--- src/cpu_defs.svh ---
`ifndef CPU_DEFS_SVH
`define CPU_DEFS_SVH

// Datapath width in bits
`define CPU_XLEN 32

// Register file size and address width
`define CPU_NREGS 16
`define CPU_REGW 4

// Instruction fields, most significant first:
//   [31:27] opcode
//   [26:23] rc, destination
//   [22:19] ra
//   [18:15] rb
//   [14:0]  imm15, sign extended where used
`define CPU_OPW 5
`define CPU_IMMW 15

`endif

--- src/RegFile.sv ---
`timescale 1ns/1ps
`include "cpu_defs.svh"

module RegFile (
    input  logic                 iClk,
    input  logic                 rstN,
    input  logic                 write,
    input  logic [`CPU_REGW-1:0] addrA,
    input  logic [`CPU_REGW-1:0] addrB,
    input  logic [`CPU_REGW-1:0] addrC,
    input  logic [`CPU_XLEN-1:0] dataC,
    output logic [`CPU_XLEN-1:0] regA,
    output logic [`CPU_XLEN-1:0] regB
);

    // No storage behind register 0
    logic [`CPU_XLEN-1:0] regs [1:`CPU_NREGS-1];

    always_ff @(posedge iClk or negedge rstN) begin
        if (!rstN) begin
            for (int i = 1; i < `CPU_NREGS; i++) begin
                regs[i] <= '0;
            end
        end else if (write && (addrC != '0)) begin
            regs[addrC] <= dataC;
        end
    end

    // Read ports are combinational
    assign regA = (addrA == '0) ? '0 : regs[addrA];
    assign regB = (addrB == '0) ? '0 : regs[addrB];

endmodule

--- config.mk ---
export PLATFORM = sky130hd
export DESIGN_NAME = RegFile
export DESIGN_NICKNAME = d
export VERILOG_FILES = /design/src/RegFile.sv
export VERILOG_INCLUDE_DIRS = /design/src
export SDC_FILE = /design/constraint.sdc
export NUM_CORES = 1
export LEC_CHECK = 0
export BUFFER_PORTS_ARGS = -buffer_cell sky130_fd_sc_hd__buf_4
export CAP_MARGIN = 20
export CELL_PAD_IN_SITES_DETAIL_PLACEMENT = 0
export CELL_PAD_IN_SITES_GLOBAL_PLACEMENT = 1
export CORE_MARGIN = 3
export CORE_UTILIZATION = 47
export CTS_CLUSTER_SIZE = 16
export DETAILED_ROUTE_END_ITERATION = 6
export PLACE_DENSITY = 0.85
export RECOVER_POWER = 100
export SYNTH_ARGS = -nofsm -noshare
export SYNTH_HDL_FRONTEND = slang
export SYNTH_SLANG_ARGS = --single-unit
--- constraint.sdc ---
create_clock -name iClk -period 1.35 [get_ports iClk]
set_clock_uncertainty 0.1 [all_clocks]
set_input_delay 0 -clock iClk [delete_from_list [all_inputs] [get_ports iClk]]
set_output_delay 0 -clock iClk [all_outputs]
set_load 0.01 [all_outputs]
; ---- Word level (Yosys, flattened, before mapping)
; Cells that the tools add are included.
[classes]
order_cmp = 4
muxes = 11
bitwise_logic = 3
n_reduce_logical = 5
[op_table]
columns = cell, count
row1 = $bwmux 480, 1
row2 = $bmux 32 s4, 2
row3 = $mux 32, 7
row4 = $demux 32 s4, 1
row5 = $ge 5x5->1 const B, 3
row6 = $not 4->5, 3
row7 = $logic_not 4->1, 2
row8 = $lt 5x1->1 const B, 1
row9 = $reduce_bool 4->1, 1
row10 = $logic_and 1x1->1, 2
[word_totals]
ff_bits = 480
input_bits = 47
out_inout_bits = 64

; ---- Depth between registers and ports, before layout
; Gate-level depths: netlist of run 1.
[logic_depth]
word_depth = 6
depth_mapped = 7

; ---- Least setup slack after synthesis of run 1
; OpenSTA, ideal clock, no wires.
[synth_timing]
path_type = input -> output
from = input addrB[0]
to = output regB[17]
arrival_ns = 1.312
t_required_ns = 1.250
path_slack_ns = -0.062
stages = 6
n_path_buf = 3
path_cell_list = buf_2 -> buf_4 -> buf_2 -> mux4_2 -> nand2_1 -> o221ai_1
[synth_via]
elab_chain_len = 5
word_cells_on_any_way = 6
classes_between = mux (4) / bitwise (1) / reduce/logical (1)
[synth_rtl]
columns = item, line_no
row1 = start: declaration, RegFile.sv:9  ; input logic [`CPU_REGW-1:0] addrB,
row2 = $not 4->5 (implied by the code), RegFile.sv:31  ; assign regB = (addrB == '0) ? '0 : regs[addrB];
row3 = $bmux 32 s4, RegFile.sv:31
row4 = $mux 32 (implied by the code) (2 in series), RegFile.sv:31
row5 = $mux 32 (*), RegFile.sv:31
row6 = end: declaration, RegFile.sv:13  ; output logic [`CPU_XLEN-1:0] regB
; Mark *: on every way between the ends. The rest lies on a longest branch, timed or not. The select of a mux whose other input is x is not followed.

; ---- Worst setup path after layout of run 1
[layout_timing]
from = register regs[267] in the netlist's numbering
to = output regA[11]
[layout_via]
elab_chain_len = 4
[layout_rtl]
columns = item, line_no
row1 = start: declaration, RegFile.sv:17  ; logic [`CPU_XLEN-1:0] regs [1:`CPU_NREGS-1];
row2 = start signal: indexed assignment, RegFile.sv:25  ; regs[addrC] <= dataC;
row3 = $bmux 32 s4, RegFile.sv:30  ; assign regA = (addrA == '0) ? '0 : regs[addrA];
row4 = $mux 32 (implied by the code) (2 in series), RegFile.sv:30
row5 = $mux 32, RegFile.sv:30
row6 = end: declaration, RegFile.sv:12  ; output logic [`CPU_XLEN-1:0] regA,
; Every way passes these cells. The select of a mux whose other input is x is not followed.

==> summary.txt, run 1 <==
Status
  • Run status: finished with violations
  • Violated checks: negative setup slack

Synth
  • Top-count cell post-synth: mux2_2
  • EDFF count, synth: 0
  • Main synth FF type: dfrtp_1
  • Syn Area/Cell: 13.81 um^2
  • Mapped Area: 26320 um^2
  • Post-synth net total: 1953
  • Flops & latches, synth: 480
  • Ys async rst share: 100.0%
  • Post-synth top area cell: dfrtp_1
  • Sequential area share after synthesis: 45.64%
  • Syn. warnings: 0
  • Cell variety after synth: 37
  • Gate Count Post-Synth: 1906
  • Synth top area share: 45.64%
  • Top post-synthesis cells by area: dfrtp_1, mux2_2, mux4_2
  • Most frequent cells after synthesis: mux2_2, dfrtp_1, mux4_2, mux2i_1, buf_2

Placed design
  • Port-buffer cells: 110
  • Placed Area: 30470 um^2
  • Routability cong.: 0.8512
  • # placed instances: 2899
  • DPL Wire Length: 51.85 mm

CTS
  • CTS tree: yes
  • CTS clock-pin slew for the worst setup and hold paths: 0.06 ns
  • Clock Root Buffer: clkbuf_16
  • Clock tree buffer depth: 3
  • TritonCTS buffer count: 52
  • Clock tree sinks: 480
  • # H-tree levels: 2
  • # hold bufs at CTS: 38
  • Worst-skew pair later-pin latency: 0.60 ns

GRT
  • Global-route wire length before repair: 122.8 mm
  • Total global routing track utilization: 27.06%
  • Remaining global-route overflow: 0
  • Pin count of the biggest net entering global routing: 84
  • Vias in the first global route: 20200
  • Initial antenna violation count: 3

Worst setup path
  • Worst Setup End Kind: output pin
  • Reg2Reg Depth: 3
  • R2R Setup Slk: 0.21 ns
  • Worst R2R End: regs[105]$_DFFE_PN0P_
  • Critical path, cell by cell: mux4_2, nand2_2, nand2_2, a221o_1, buf_6
  • Crit path max fanout: 2
  • Critical path's most frequent cell: nand2_2
  • R2R Path Start: regs[105]$_DFFE_PN0P_
  • Largest stage delay on the critical path: 0.48 ns
  • Worst Path Required: 1.25 ns
  • Kind of critical path: flip-flop to output pin
  • Slowest stage cell on the critical path: mux4_2
  • Worst setup SP type: flip-flop
  • CP arrival: 2.21 ns

STA
  • Fmax: 0.4327 GHz
  • Slack of the critical path: -0.9610 ns
  • RSZ-0062 raised after global routing: true
  • Min cycle time layout: 2.311 ns
  • Final-report max-slew violation count: 0
  • Crit share post-route: 171.2%
  • Hold Fails Final Rpt: 0
  • Slew Limit Headroom: 47.31%
  • Final setup viols: 158
  • Slew @ Worst Pin: 0.7878 ns

Cells and area
  • Layout Nets: 2332
  • Area Growth Syn to Fin: 27.82%
  • Final Non-Filler Cells: 3075
  • Share of cells above drive strength 1: 60.33%
  • Max reg flops: 480
  • Final Cell Area: 33640 um^2
  • Biggest regs: regs x480
  • Register with the most flip-flops: regs

Detailed routing
  • DR WL/cell: 26.37 um
  • WL final: 81.09 mm
  • Initial DRT Pass Iterations: 7
  • Initial DRC Count: 1544
  • Routed vias: 19060
  • Vias per inst: 6.199
  • DR DRC count: 0
  • Final ANT Viol Nets: 0

Worst hold path
  • Hold-critical path depth: 4
  • Min-delay src: addrC[1]
  • Hold Path Class: input port to flip-flop
  • Hold EP: regs[102]$_DFFE_PN0P_

Pwr
  • Lkg Pwr: 14.59 nW
  • VDD IR-drop max: 1.257 mV
  • Pwr Density: 1468 nW/um^2
  • Overall power: 49.39 mW

Floorplan
  • Starting Density: 47.67%
  • Total die area: 58860 um^2
  • Die Wd: 242.6 um
  • Ports: 111
  • Rows: 86
  • Area of the core: 55200 um^2
  • Vert. Die Dim: 242.6 um

Run
  • Max cap viols: 0
==> final cells by class <==
class                   instances  area [um^2]
diodes                          3        7.507
clock buffers                  77         1505
clock inverters                16        257.7
fillers                      4090        21560
inverters                      21        78.83
multi-input cells            1216        14300
flip-flops and latches        480        12010
well taps                     748        935.9
repair buffers                514         4536
==> placed cells by master (no fill, tap or decap), types with 23 or more instances in the layout <==
cell and n:
clkbuf_16 52, buf_6 40, nand3_1 23, o221ai_2 29, mux2_1 26, a211o_1 24
dlygate4sd3_1 36, dfrtp_1 480, mux2_2 539, nand2_1 58, clkbuf_2 25, buf_4 347
and3b_1 24, buf_12 42, a21oi_2 24, mux2_4 40, o211ai_1 24, clkbuf_1 23
mux4_2 128, mux2i_1 69
==> logic make-up after synthesis <==
group	Yosys count	share of synthesized area, %
compound gates	235	7.065
buf+inv	210	4.184
flops	480	45.64
mux	809	39.73
simple gates	172	3.371
==> worst max-delay path by stage <==
| stage | startpoint | end | cells after the start |
|---|---|---|---|
| 2_1_floorplan | regs[283]$_DFFE_PN0P_ | regA[27] | 4 |
| 3_3_place_gp | addrB[2] | regB[4] | 7 |
| 3_5_place_dp | addrB[2] | regB[4] | 9 |
| 4_1_cts | regs[267]$_DFFE_PN0P_ | regA[11] | 5 |
| 5_1_grt | regs[267]$_DFFE_PN0P_ | regA[11] | 5 |
| 6_report | regs[267]$_DFFE_PN0P_ | regA[11] | 5 |
==> timing repair <==
item,in CTS,in global routing
resized for setup,160,86
setup buffers,24,24
endpoints found under the hold margin,960,5
cloned,0,1
setup endpoints to repair,64,445
pin swaps,115,59
==> metrics by stage <==
stage               worst slack, ns  setup TNS [ns]  hold slack (ns)  util (%)
floorplan                  -0.01274         -0.1243          -0.3956         -
global placement             -1.058          -79.71          -0.2288     55.19
finish                      -0.9610          -52.25          0.08629     60.93
global route                 -1.008          -71.78          0.09116     60.93
CTS                         -0.9297          -95.52         -0.04962     60.83
detailed placement          -0.5965          -84.30          -0.2270     55.20
==> critical path: cells and delay by family (launching register included) <==
family / cells / cell delay, ns
AOI/OAI and AO/OA: 1 / 0.41
buffers and inverters: 1 / 0.16
DFF: 1 / 0.38
muxes: 1 / 0.48
and+or+nand+nor: 2 / 0.17
==> metal layers <==
| metal | track usage (%) | routed length (um) | up-vias | share of wire (%) |
|---|---|---|---|---|
| li1 | - | - | 8071 | - |
| met1 | 35.12 | 32810 | 10030 | 40 |
| met2 | 45.85 | 40230 | 759 | 50 |
| met3 | 4.308 | 4913 | 208 | 6.1 |
| met4 | 10.46 | 3129 | 0 | 3.9 |
| met5 | 0 | 0 | - | 0 |
==> report_power, final <==
| part | internal (mW) | switching, mW | leakage (nW) |
|---|---|---|---|
| logic | 8.72 | 5.66 | 7.84 |
| registers | 17.8 | 2.43 | 5.89 |
| clock network | 8.84 | 5.97 | 0.864 |
Note: power is estimated with default switching activity, not from simulation.
==> run 2, diff against run 1 <==
- CELL_PAD_IN_SITES_DETAIL_PLACEMENT: 0 -> 1
==> run 2 against run 1 <==
Net effect: the run still ends with negative setup slack left; clock power grew 5%; register-to-register slack lost 0.10 ns; cell count is 0.68% higher; cell area grew 1.6%; count of clock-buffer cells in the layout grew 3; maximum frequency shrank 25%; hold slack got worse by 0.043 ns; sequential power rose by 6%; core utilization grew 1.0 points; flip-flop and latch count unchanged; critical path type unchanged; largest cell class unchanged; highest routed layer is now met5.
==> summary.txt, run 2 (synthesis gave the netlist of run 1 again) <==
Placed design
  • Placed Area: 30470 um^2 (unchanged)
  • Port-buffer cells: 110 (unchanged)
  • DPL Wire Length: 62.71 mm (was 51.85 mm)
  • Routability cong.: 0.8512 (unchanged)

Detailed routing
  • DR DRC count: 0 (unchanged)
  • Vias per inst: 7.366 (was 6.199)
  • WL final: 126.7 mm (was 81.09 mm)
  • Initial DRC Count: 2481 (was 1544)
  • Final ANT Viol Nets: 0 (unchanged)
  • Routed vias: 22810 (was 19060)
  • DR WL/cell: 40.93 um (was 26.37 um)
  • Initial DRT Pass Iterations: 6 (was 7)

Worst setup path
  • Worst setup SP type: flip-flop (unchanged)
  • Critical path, cell by cell: mux2i_1, a221oi_1, nand2_1, o211ai_1, buf_4 (was mux4_2, nand2_2, nand2_2, a221o_1, buf_6)
  • Crit path max fanout: 3 (was 2)
  • Slowest stage cell on the critical path: a221oi_1 (was mux4_2)
  • CP arrival: 2.97 ns (was 2.21 ns)
  • Buffers & Inverters on Critical Path: 1 (unchanged)
  • Largest stage delay on the critical path: 1.07 ns (was 0.48 ns)
  • Worst Setup End Kind: output pin (unchanged)
  • Worst Path Required: 1.25 ns (about the same)
  • R2R Setup Slk: 0.11 ns (was 0.21 ns)
  • Cell family with the largest share of critical-path delay: compound AO/OA/AOI/OAI gates (was multiplexers)
  • Kind of critical path: flip-flop to output pin (unchanged)

CTS
  • TritonCTS buffer count: 53 (was 52)
  • CTS clock-pin slew for the worst setup and hold paths: 0.07 ns (was 0.06 ns)
  • Worst-skew pair later-pin latency: 0.62 ns (was 0.60 ns)
  • Clock tree sinks: 480 (unchanged)
  • Clock Root Buffer: clkbuf_16 (unchanged)
  • CTS tree: yes (unchanged)
  • # H-tree levels: 2 (unchanged)
  • Clock tree buffer depth: 3 (unchanged)

Cells and area
  • Register with the most flip-flops: regs (unchanged)
  • Final Cell Area: 34190 um^2 (was 33640 um^2)
  • Max reg flops: 480 (unchanged)
  • Layout Nets: 2353 (was 2332)
  • Biggest regs: regs x480 (unchanged)
  • Fillers: 5040 (was 4090)
  • Area of the multi-input gates: 14550 um^2 (was 14300 um^2)
  • Most frequent cells in the layout: mux2_2, dfrtp_1, buf_4, mux4_2, mux2i_1 (unchanged)
  • Area Growth Syn to Fin: 29.92% (was 27.82%)
  • Sequential cell area: 12020 um^2 (was 12010 um^2)
  • Commonest non-fill, non-tap cell in the layout: mux2_2 (unchanged)
  • Share of cells above drive strength 1: 61.85% (was 60.33%)
  • Util after Layout: 61.93% (was 60.93%)

Status
  • Violated checks: negative setup slack (unchanged)
  • Run status: finished with violations (unchanged)

Floorplan
  • Vert. Die Dim: 242.6 um (unchanged)
  • Rows: 86 (unchanged)
  • Ports: 111 (unchanged)
  • Total die area: 58860 um^2 (unchanged)
  • Die Wd: 242.6 um (unchanged)
  • Area of the core: 55200 um^2 (unchanged)
  • Starting Density: 47.67% (unchanged)

GRT
  • Pin count of the biggest net entering global routing: 84 (unchanged)
  • Global-route wire length before repair: 170.2 mm (was 122.8 mm)
  • Initial antenna violation count: 3 (unchanged)
  • Vias in the first global route: 24730 (was 20200)
  • Total global routing track utilization: 38.95% (was 27.06%)
  • Remaining global-route overflow: 0 (unchanged)

Pwr
  • Net Sw Frac: 34.58% (was 28.48%)
  • Combinational fraction of design power: 31.8% (was 29.1%)
  • Internal: 35.44 mW (was 35.33 mW)
  • Sequential Power Share: 39.7% (was 40.9%)
  • Clock power share: 28.5% (was 30.0%)
  • Pwr Density: 1585 nW/um^2 (was 1468 nW/um^2)
  • Net Sw Power: 18.73 mW (was 14.07 mW)
  • VDD IR-drop max: 1.095 mV (was 1.257 mV)
  • Lkg Pwr: 14.80 nW (was 14.59 nW)

STA
  • Slack of the critical path: -1.718 ns (was -0.9610 ns)
  • Slew @ Worst Pin: 1.279 ns (was 0.7878 ns)
  • Slew Limit Headroom: 14.76% (was 47.31%)
  • Fmax: 0.3260 GHz (was 0.4327 GHz)
  • Min cycle time layout: 3.068 ns (was 2.311 ns)
  • Final-report max-slew violation count: 0 (unchanged)
  • Final setup viols: 273 (was 158)
  • RSZ-0062 raised after global routing: true (unchanged)
  • Hold Fails Final Rpt: 0 (unchanged)
  • Crit share post-route: 227.2% (was 171.2%)

Run
  • Max cap viols: 0 (unchanged)

Worst hold path
  • Hold Path Class: input port to flip-flop (unchanged)
[run 2: power by group through the flow]
| stage | Combinational [mW] | Sequential, mW | Clock (mW) |
|---|---|---|---|
| 2_1_floorplan | 8.15 | 19.5 | 0 |
| 3_3_place_gp | 12.1 | 19.9 | 0 |
| 3_5_place_dp | 13.1 | 20.6 | 0 |
| 4_1_cts | 15.0 | 20.5 | 14.9 |
| 5_1_grt | 17.7 | 21.5 | 15.9 |
| 6_report | 17.2 | 21.5 | 15.5 |
[run 2: worst reg2reg max path, stage by stage, from the launching register on]
cell     delay (ns)
dfrtp_1        0.43
buf_6          0.15
buf_4          0.13
mux2_2         0.31
[run 2: cell type report]
type | instances | area share [%]
Antenna cell | 2 | 0.01464
Multi-Input combinational cell | 1216 | 42.56
Timing Repair Buffer | 534 | 14.23
Inverter | 21 | 0.2306
Clock inverter | 15 | 0.4062
Tap cell | 748 | 2.738
Sequential cell | 480 | 35.14
Clock buffer | 80 | 4.677
[run 2: repair_timing]
item,4_1_cts,5_1_grt
endpoints found under the setup margin,64,466
gates resized for setup,210,100
buffers inserted,38,33
endpoints found under the hold margin,960,0
hold buffers,38,0
pin swaps,114,72
gates cloned,0,2
[run 2: metrics by stage]
step | power, mW | TNS (ns) | worst slack (ns) | std cells | hold slack [ns]
floorplan | 27.68 | -0.1243 | -0.01274 | 1906 | -0.3956
global placement | 31.98 | -79.71 | -1.058 | 2898 | -0.2288
detailed placement | 33.67 | -100.16 | -0.5770 | 2899 | -0.2222
CTS | 50.37 | -93.60 | -1.003 | 3066 | -0.01580
global route | 55.17 | -91.14 | -1.664 | 3095 | 0.04208
finish | 54.17 | -73.91 | -1.718 | 3096 | 0.04364
[run 2: routing by layer]
metal	global-route usage (%)	up-vias	wire length, um
li1	-	8122	-
met1	43.18	11660	41840
met2	64.66	2027	58840
met3	8.705	992	11880
met4	31.55	4	14150
met5	0	-	27
[run 2: worst paths after layout]
kind,from,to,cells after the start
worst min-delay path,addrC[1],regs[244]$_DFFE_PN0P_,4
worst min register to register,regs[359]$_DFFE_PN0P_,regs[359]$_DFFE_PN0P_,1
worst max-delay path,regs[221]$_DFFE_PN0P_,regA[29],5
min in group asynchronous,rstN,regs[326]$_DFFE_PN0P_,3
max in group asynchronous,rstN,regs[185]$_DFFE_PN0P_,5
worst max register to register,regs[374]$_DFFE_PN0P_,regs[374]$_DFFE_PN0P_,3
==> run 3, diff against run 2 <==
- CORE_UTILIZATION: 47 -> 30
- HOLD_SLACK_MARGIN: not set -> 0.1
- PLACE_DENSITY: 0.85 -> 0.62
- RECOVER_POWER: 100 -> not set
==> run 3 against run 2 <==
Net effect: the run still ends with negative setup slack left; maximum frequency increased by 32%; via count decreased by 18%; first-iteration DRC count decreased by 55%; register-to-register slack improved by 0.07 ns; combinational power decreased by 15%; critical path type unchanged; largest power group unchanged.
==> summary.txt, run 3 (synthesis gave the netlist of run 1 again) <==
STA
  • Slack of the critical path: -0.9817 ns (was -1.718 ns)
  • Final-report max-slew violation count: 0 (unchanged)
  • Slew @ Worst Pin: 0.9475 ns (was 1.279 ns)
  • Final setup viols: 616 (was 273)
  • Hold Worst Slack: 0.04277 ns (was 0.04364 ns)
  • Hold Fails Final Rpt: 0 (unchanged)
  • Slew Limit Headroom: 36.83% (was 14.76%)
  • Crit share post-route: 172.7% (was 227.2%)
  • Min cycle time layout: 2.332 ns (was 3.068 ns)
  • Fmax: 0.4289 GHz (was 0.3260 GHz)
  • RSZ-0062 raised after global routing: true (unchanged)

Worst hold path
  • Hold Path Class: input port to flip-flop (unchanged)
  • Min-delay src: addrC[2] (was addrC[1])
  • Hold-critical path depth: 6 (was 4)
  • Hold EP: regs[451]$_DFFE_PN0P_ (was regs[244]$_DFFE_PN0P_)

Placed design
  • Port-buffer cells: 110 (unchanged)
  • Routability cong.: 0.7847 (was 0.8512)
  • DPL Wire Length: 60.45 mm (was 62.71 mm)
  • # placed instances: 3319 (was 2899)
  • Worst setup slack after placement: -0.5827 ns (was -0.5770 ns)

Pwr
  • Net Sw Power: 14.57 mW (was 18.73 mW)
  • VDD IR-drop max: 0.7882 mV (was 1.095 mV)
  • Internal: 35.45 mW (was 35.44 mW)
  • Sequential Power Share: 40.6% (was 39.7%)
  • Overall power: 50.02 mW (was 54.17 mW)
  • Net Sw Frac: 29.12% (was 34.58%)
  • Lkg Pwr: 14.85 nW (was 14.80 nW)
  • Combinational fraction of design power: 29.2% (was 31.8%)
  • Pwr Density: 1437 nW/um^2 (was 1585 nW/um^2)
  • Clock power share: 30.2% (was 28.5%)

Floorplan
  • Total die area: 91310 um^2 (was 58860 um^2)
  • Area of the core: 86080 um^2 (was 55200 um^2)
  • Die Wd: 302.2 um (was 242.6 um)
  • Rows: 107 (was 86)
  • Vert. Die Dim: 302.2 um (was 242.6 um)
  • Ports: 111 (unchanged)
  • Starting Density: 30.57% (was 47.67%)

Detailed routing
  • WL final: 92.17 mm (was 126.7 mm)
  • Routed vias: 18810 (was 22810)
  • Initial DRC Count: 1116 (was 2481)
  • DR DRC count: 0 (unchanged)
  • Vias per inst: 5.406 (was 7.366)
  • Initial DRT Pass Iterations: 5 (was 6)
  • DR WL/cell: 26.49 um (was 40.93 um)
  • Final ANT Viol Nets: 0 (unchanged)

Cells and area
  • Max reg flops: 480 (unchanged)
  • Final Non-Filler Cells: 3480 (was 3096)
  • Register with the most flip-flops: regs (unchanged)
  • Area Growth Syn to Fin: 32.32% (was 29.92%)
  • Share of cells above drive strength 1: 61.55% (was 61.85%)
  • Layout Nets: 2335 (was 2353)
  • Biggest regs: regs x480 (unchanged)
  • Commonest non-fill, non-tap cell in the layout: mux2_2 (unchanged)
  • Most frequent cells in the layout: mux2_2, dfrtp_1, buf_4, mux4_2, buf_12 (was mux2_2, dfrtp_1, buf_4, mux4_2, mux2i_1)

Worst setup path
  • R2R Path Start: regs[361]$_DFFE_PN0P_ (was regs[374]$_DFFE_PN0P_)
  • Worst Path Required: 1.25 ns (about the same)
  • Worst R2R End: regs[361]$_DFFE_PN0P_ (was regs[374]$_DFFE_PN0P_)
  • Crit path max fanout: 3 (unchanged)
  • Reg2Reg Depth: 3 (unchanged)
  • Worst Setup End Kind: output pin (unchanged)
  • CP arrival: 2.23 ns (was 2.97 ns)
  • Kind of critical path: flip-flop to output pin (unchanged)
  • Worst setup SP type: flip-flop (unchanged)
  • R2R Setup Slk: 0.18 ns (was 0.11 ns)

GRT
  • Vias in the first global route: 21400 (was 24730)
  • Remaining global-route overflow: 0 (unchanged)
  • Initial antenna violation count: 3 (unchanged)
  • Global-route wire length before repair: 139.5 mm (was 170.2 mm)
  • Total global routing track utilization: 20.12% (was 38.95%)
  • Pin count of the biggest net entering global routing: 69 (was 84)

Status
  • Violated checks: negative setup slack (unchanged)
  • Run status: finished with violations (unchanged)

Run
  • Max cap viols: 0 (unchanged)

CTS
  • Clock Root Buffer: clkbuf_16 (unchanged)
  • Worst-skew pair later-pin latency: 0.61 ns (was 0.62 ns)
  • Clock tree buffer depth: 3 (unchanged)
  • CTS clock-pin slew for the worst setup and hold paths: 0.06 ns (was 0.07 ns)
  • Clock tree sinks: 480 (unchanged)
  • CTS tree: yes (unchanged)
  • TritonCTS buffer count: 53 (unchanged)
  • # H-tree levels: 2 (unchanged)
run 3: changes by cell type in the layout (fill, tap and decap cells not counted), moves of 6 or more:
cell      previous run  this run
buf_12              48        72
buf_4              362       369
buf_6               50        36
clkbuf_2            13         0
clkbuf_4            13         0
mux2_2             529       535
mux2i_1             59        69
mux2i_2             13         6
nand2_1             52        59
nand2_2             18        11
nor2_1              20        11
nor2_4               0         9
o221ai_4            28        22
run 3: repair_timing:
item                                   CTS  global route
buffers inserted                        22            13
hold buffers                            36             3
resized for setup                      179            82
pin swaps                              105            53
endpoints found under the hold margin  960           314
setup endpoints to repair               64           672
run 3: metal layers:
layer / up-vias / share of wire (%) / global-route usage (%)
li1: 8068 / - / -
met4: 0 / 2.7 / 5.688
met1: 10220 / 43 / 26.03
met3: 146 / 3.7 / 2.735
met2: 381 / 51 / 35.17
met5: - / 0 / 0
run 3: worst max-delay path by stage:
stage | start | end | slack, ns | cells after the start
floorplan | regs[283]$_DFFE_PN0P_ | regA[27] | -0.01 | 4
global placement | addrA[0] | regA[25] | -0.54 | 9
detailed placement | addrA[0] | regA[25] | -0.58 | 9
CTS | regs[270]$_DFFE_PN0P_ | regA[14] | -1.02 | 5
global route | regs[270]$_DFFE_PN0P_ | regA[14] | -1.04 | 5
finish | regs[287]$_DFFE_PN0P_ | regA[31] | -0.98 | 5
run 3: layout make-up:
cell class | instances | area (um^2)
Antenna cell | 3 | 7.507
Clock buffer | 83 | 1612
Clock inverter | 17 | 192.7
Fill cell | 8721 | 51260
Inverter | 21 | 80.08
Multi-Input combinational cell | 1216 | 14470
Sequential cell | 480 | 12010
Tap cell | 1144 | 1431
Timing Repair Buffer | 516 | 5021
run 3: critical path: stages (launching register included):
cell and delay [ns]:
dfrtp_1 0.41, mux4_2 0.49, nand2_2 0.07, nand2_1 0.05
a221o_1 0.43, buf_6 0.17
run 3: power groups by stage:
stage	Clock (mW)	Sequential, mW	Combinational [mW]
after floorplan	0	19.5	8.15
after global placement	0	20.0	12.5
after detailed placement	0	20.4	12.9
after CTS	15.5	20.2	14.2
after global routing	16.1	20.7	15.7
final	15.1	20.3	14.6
run 3: stage by stage:
step / setup TNS, ns / utilization, % / area (um^2)
CTS: -239.93 / 39.93 / 34370
global route: -264.40 / 40.44 / 34820
global placement: -120.66 / 36.20 / 31160
detailed placement: -130.47 / 36.20 / 31160
finish: -236.16 / 40.45 / 34820
floorplan: -0.1243 / - / 26320
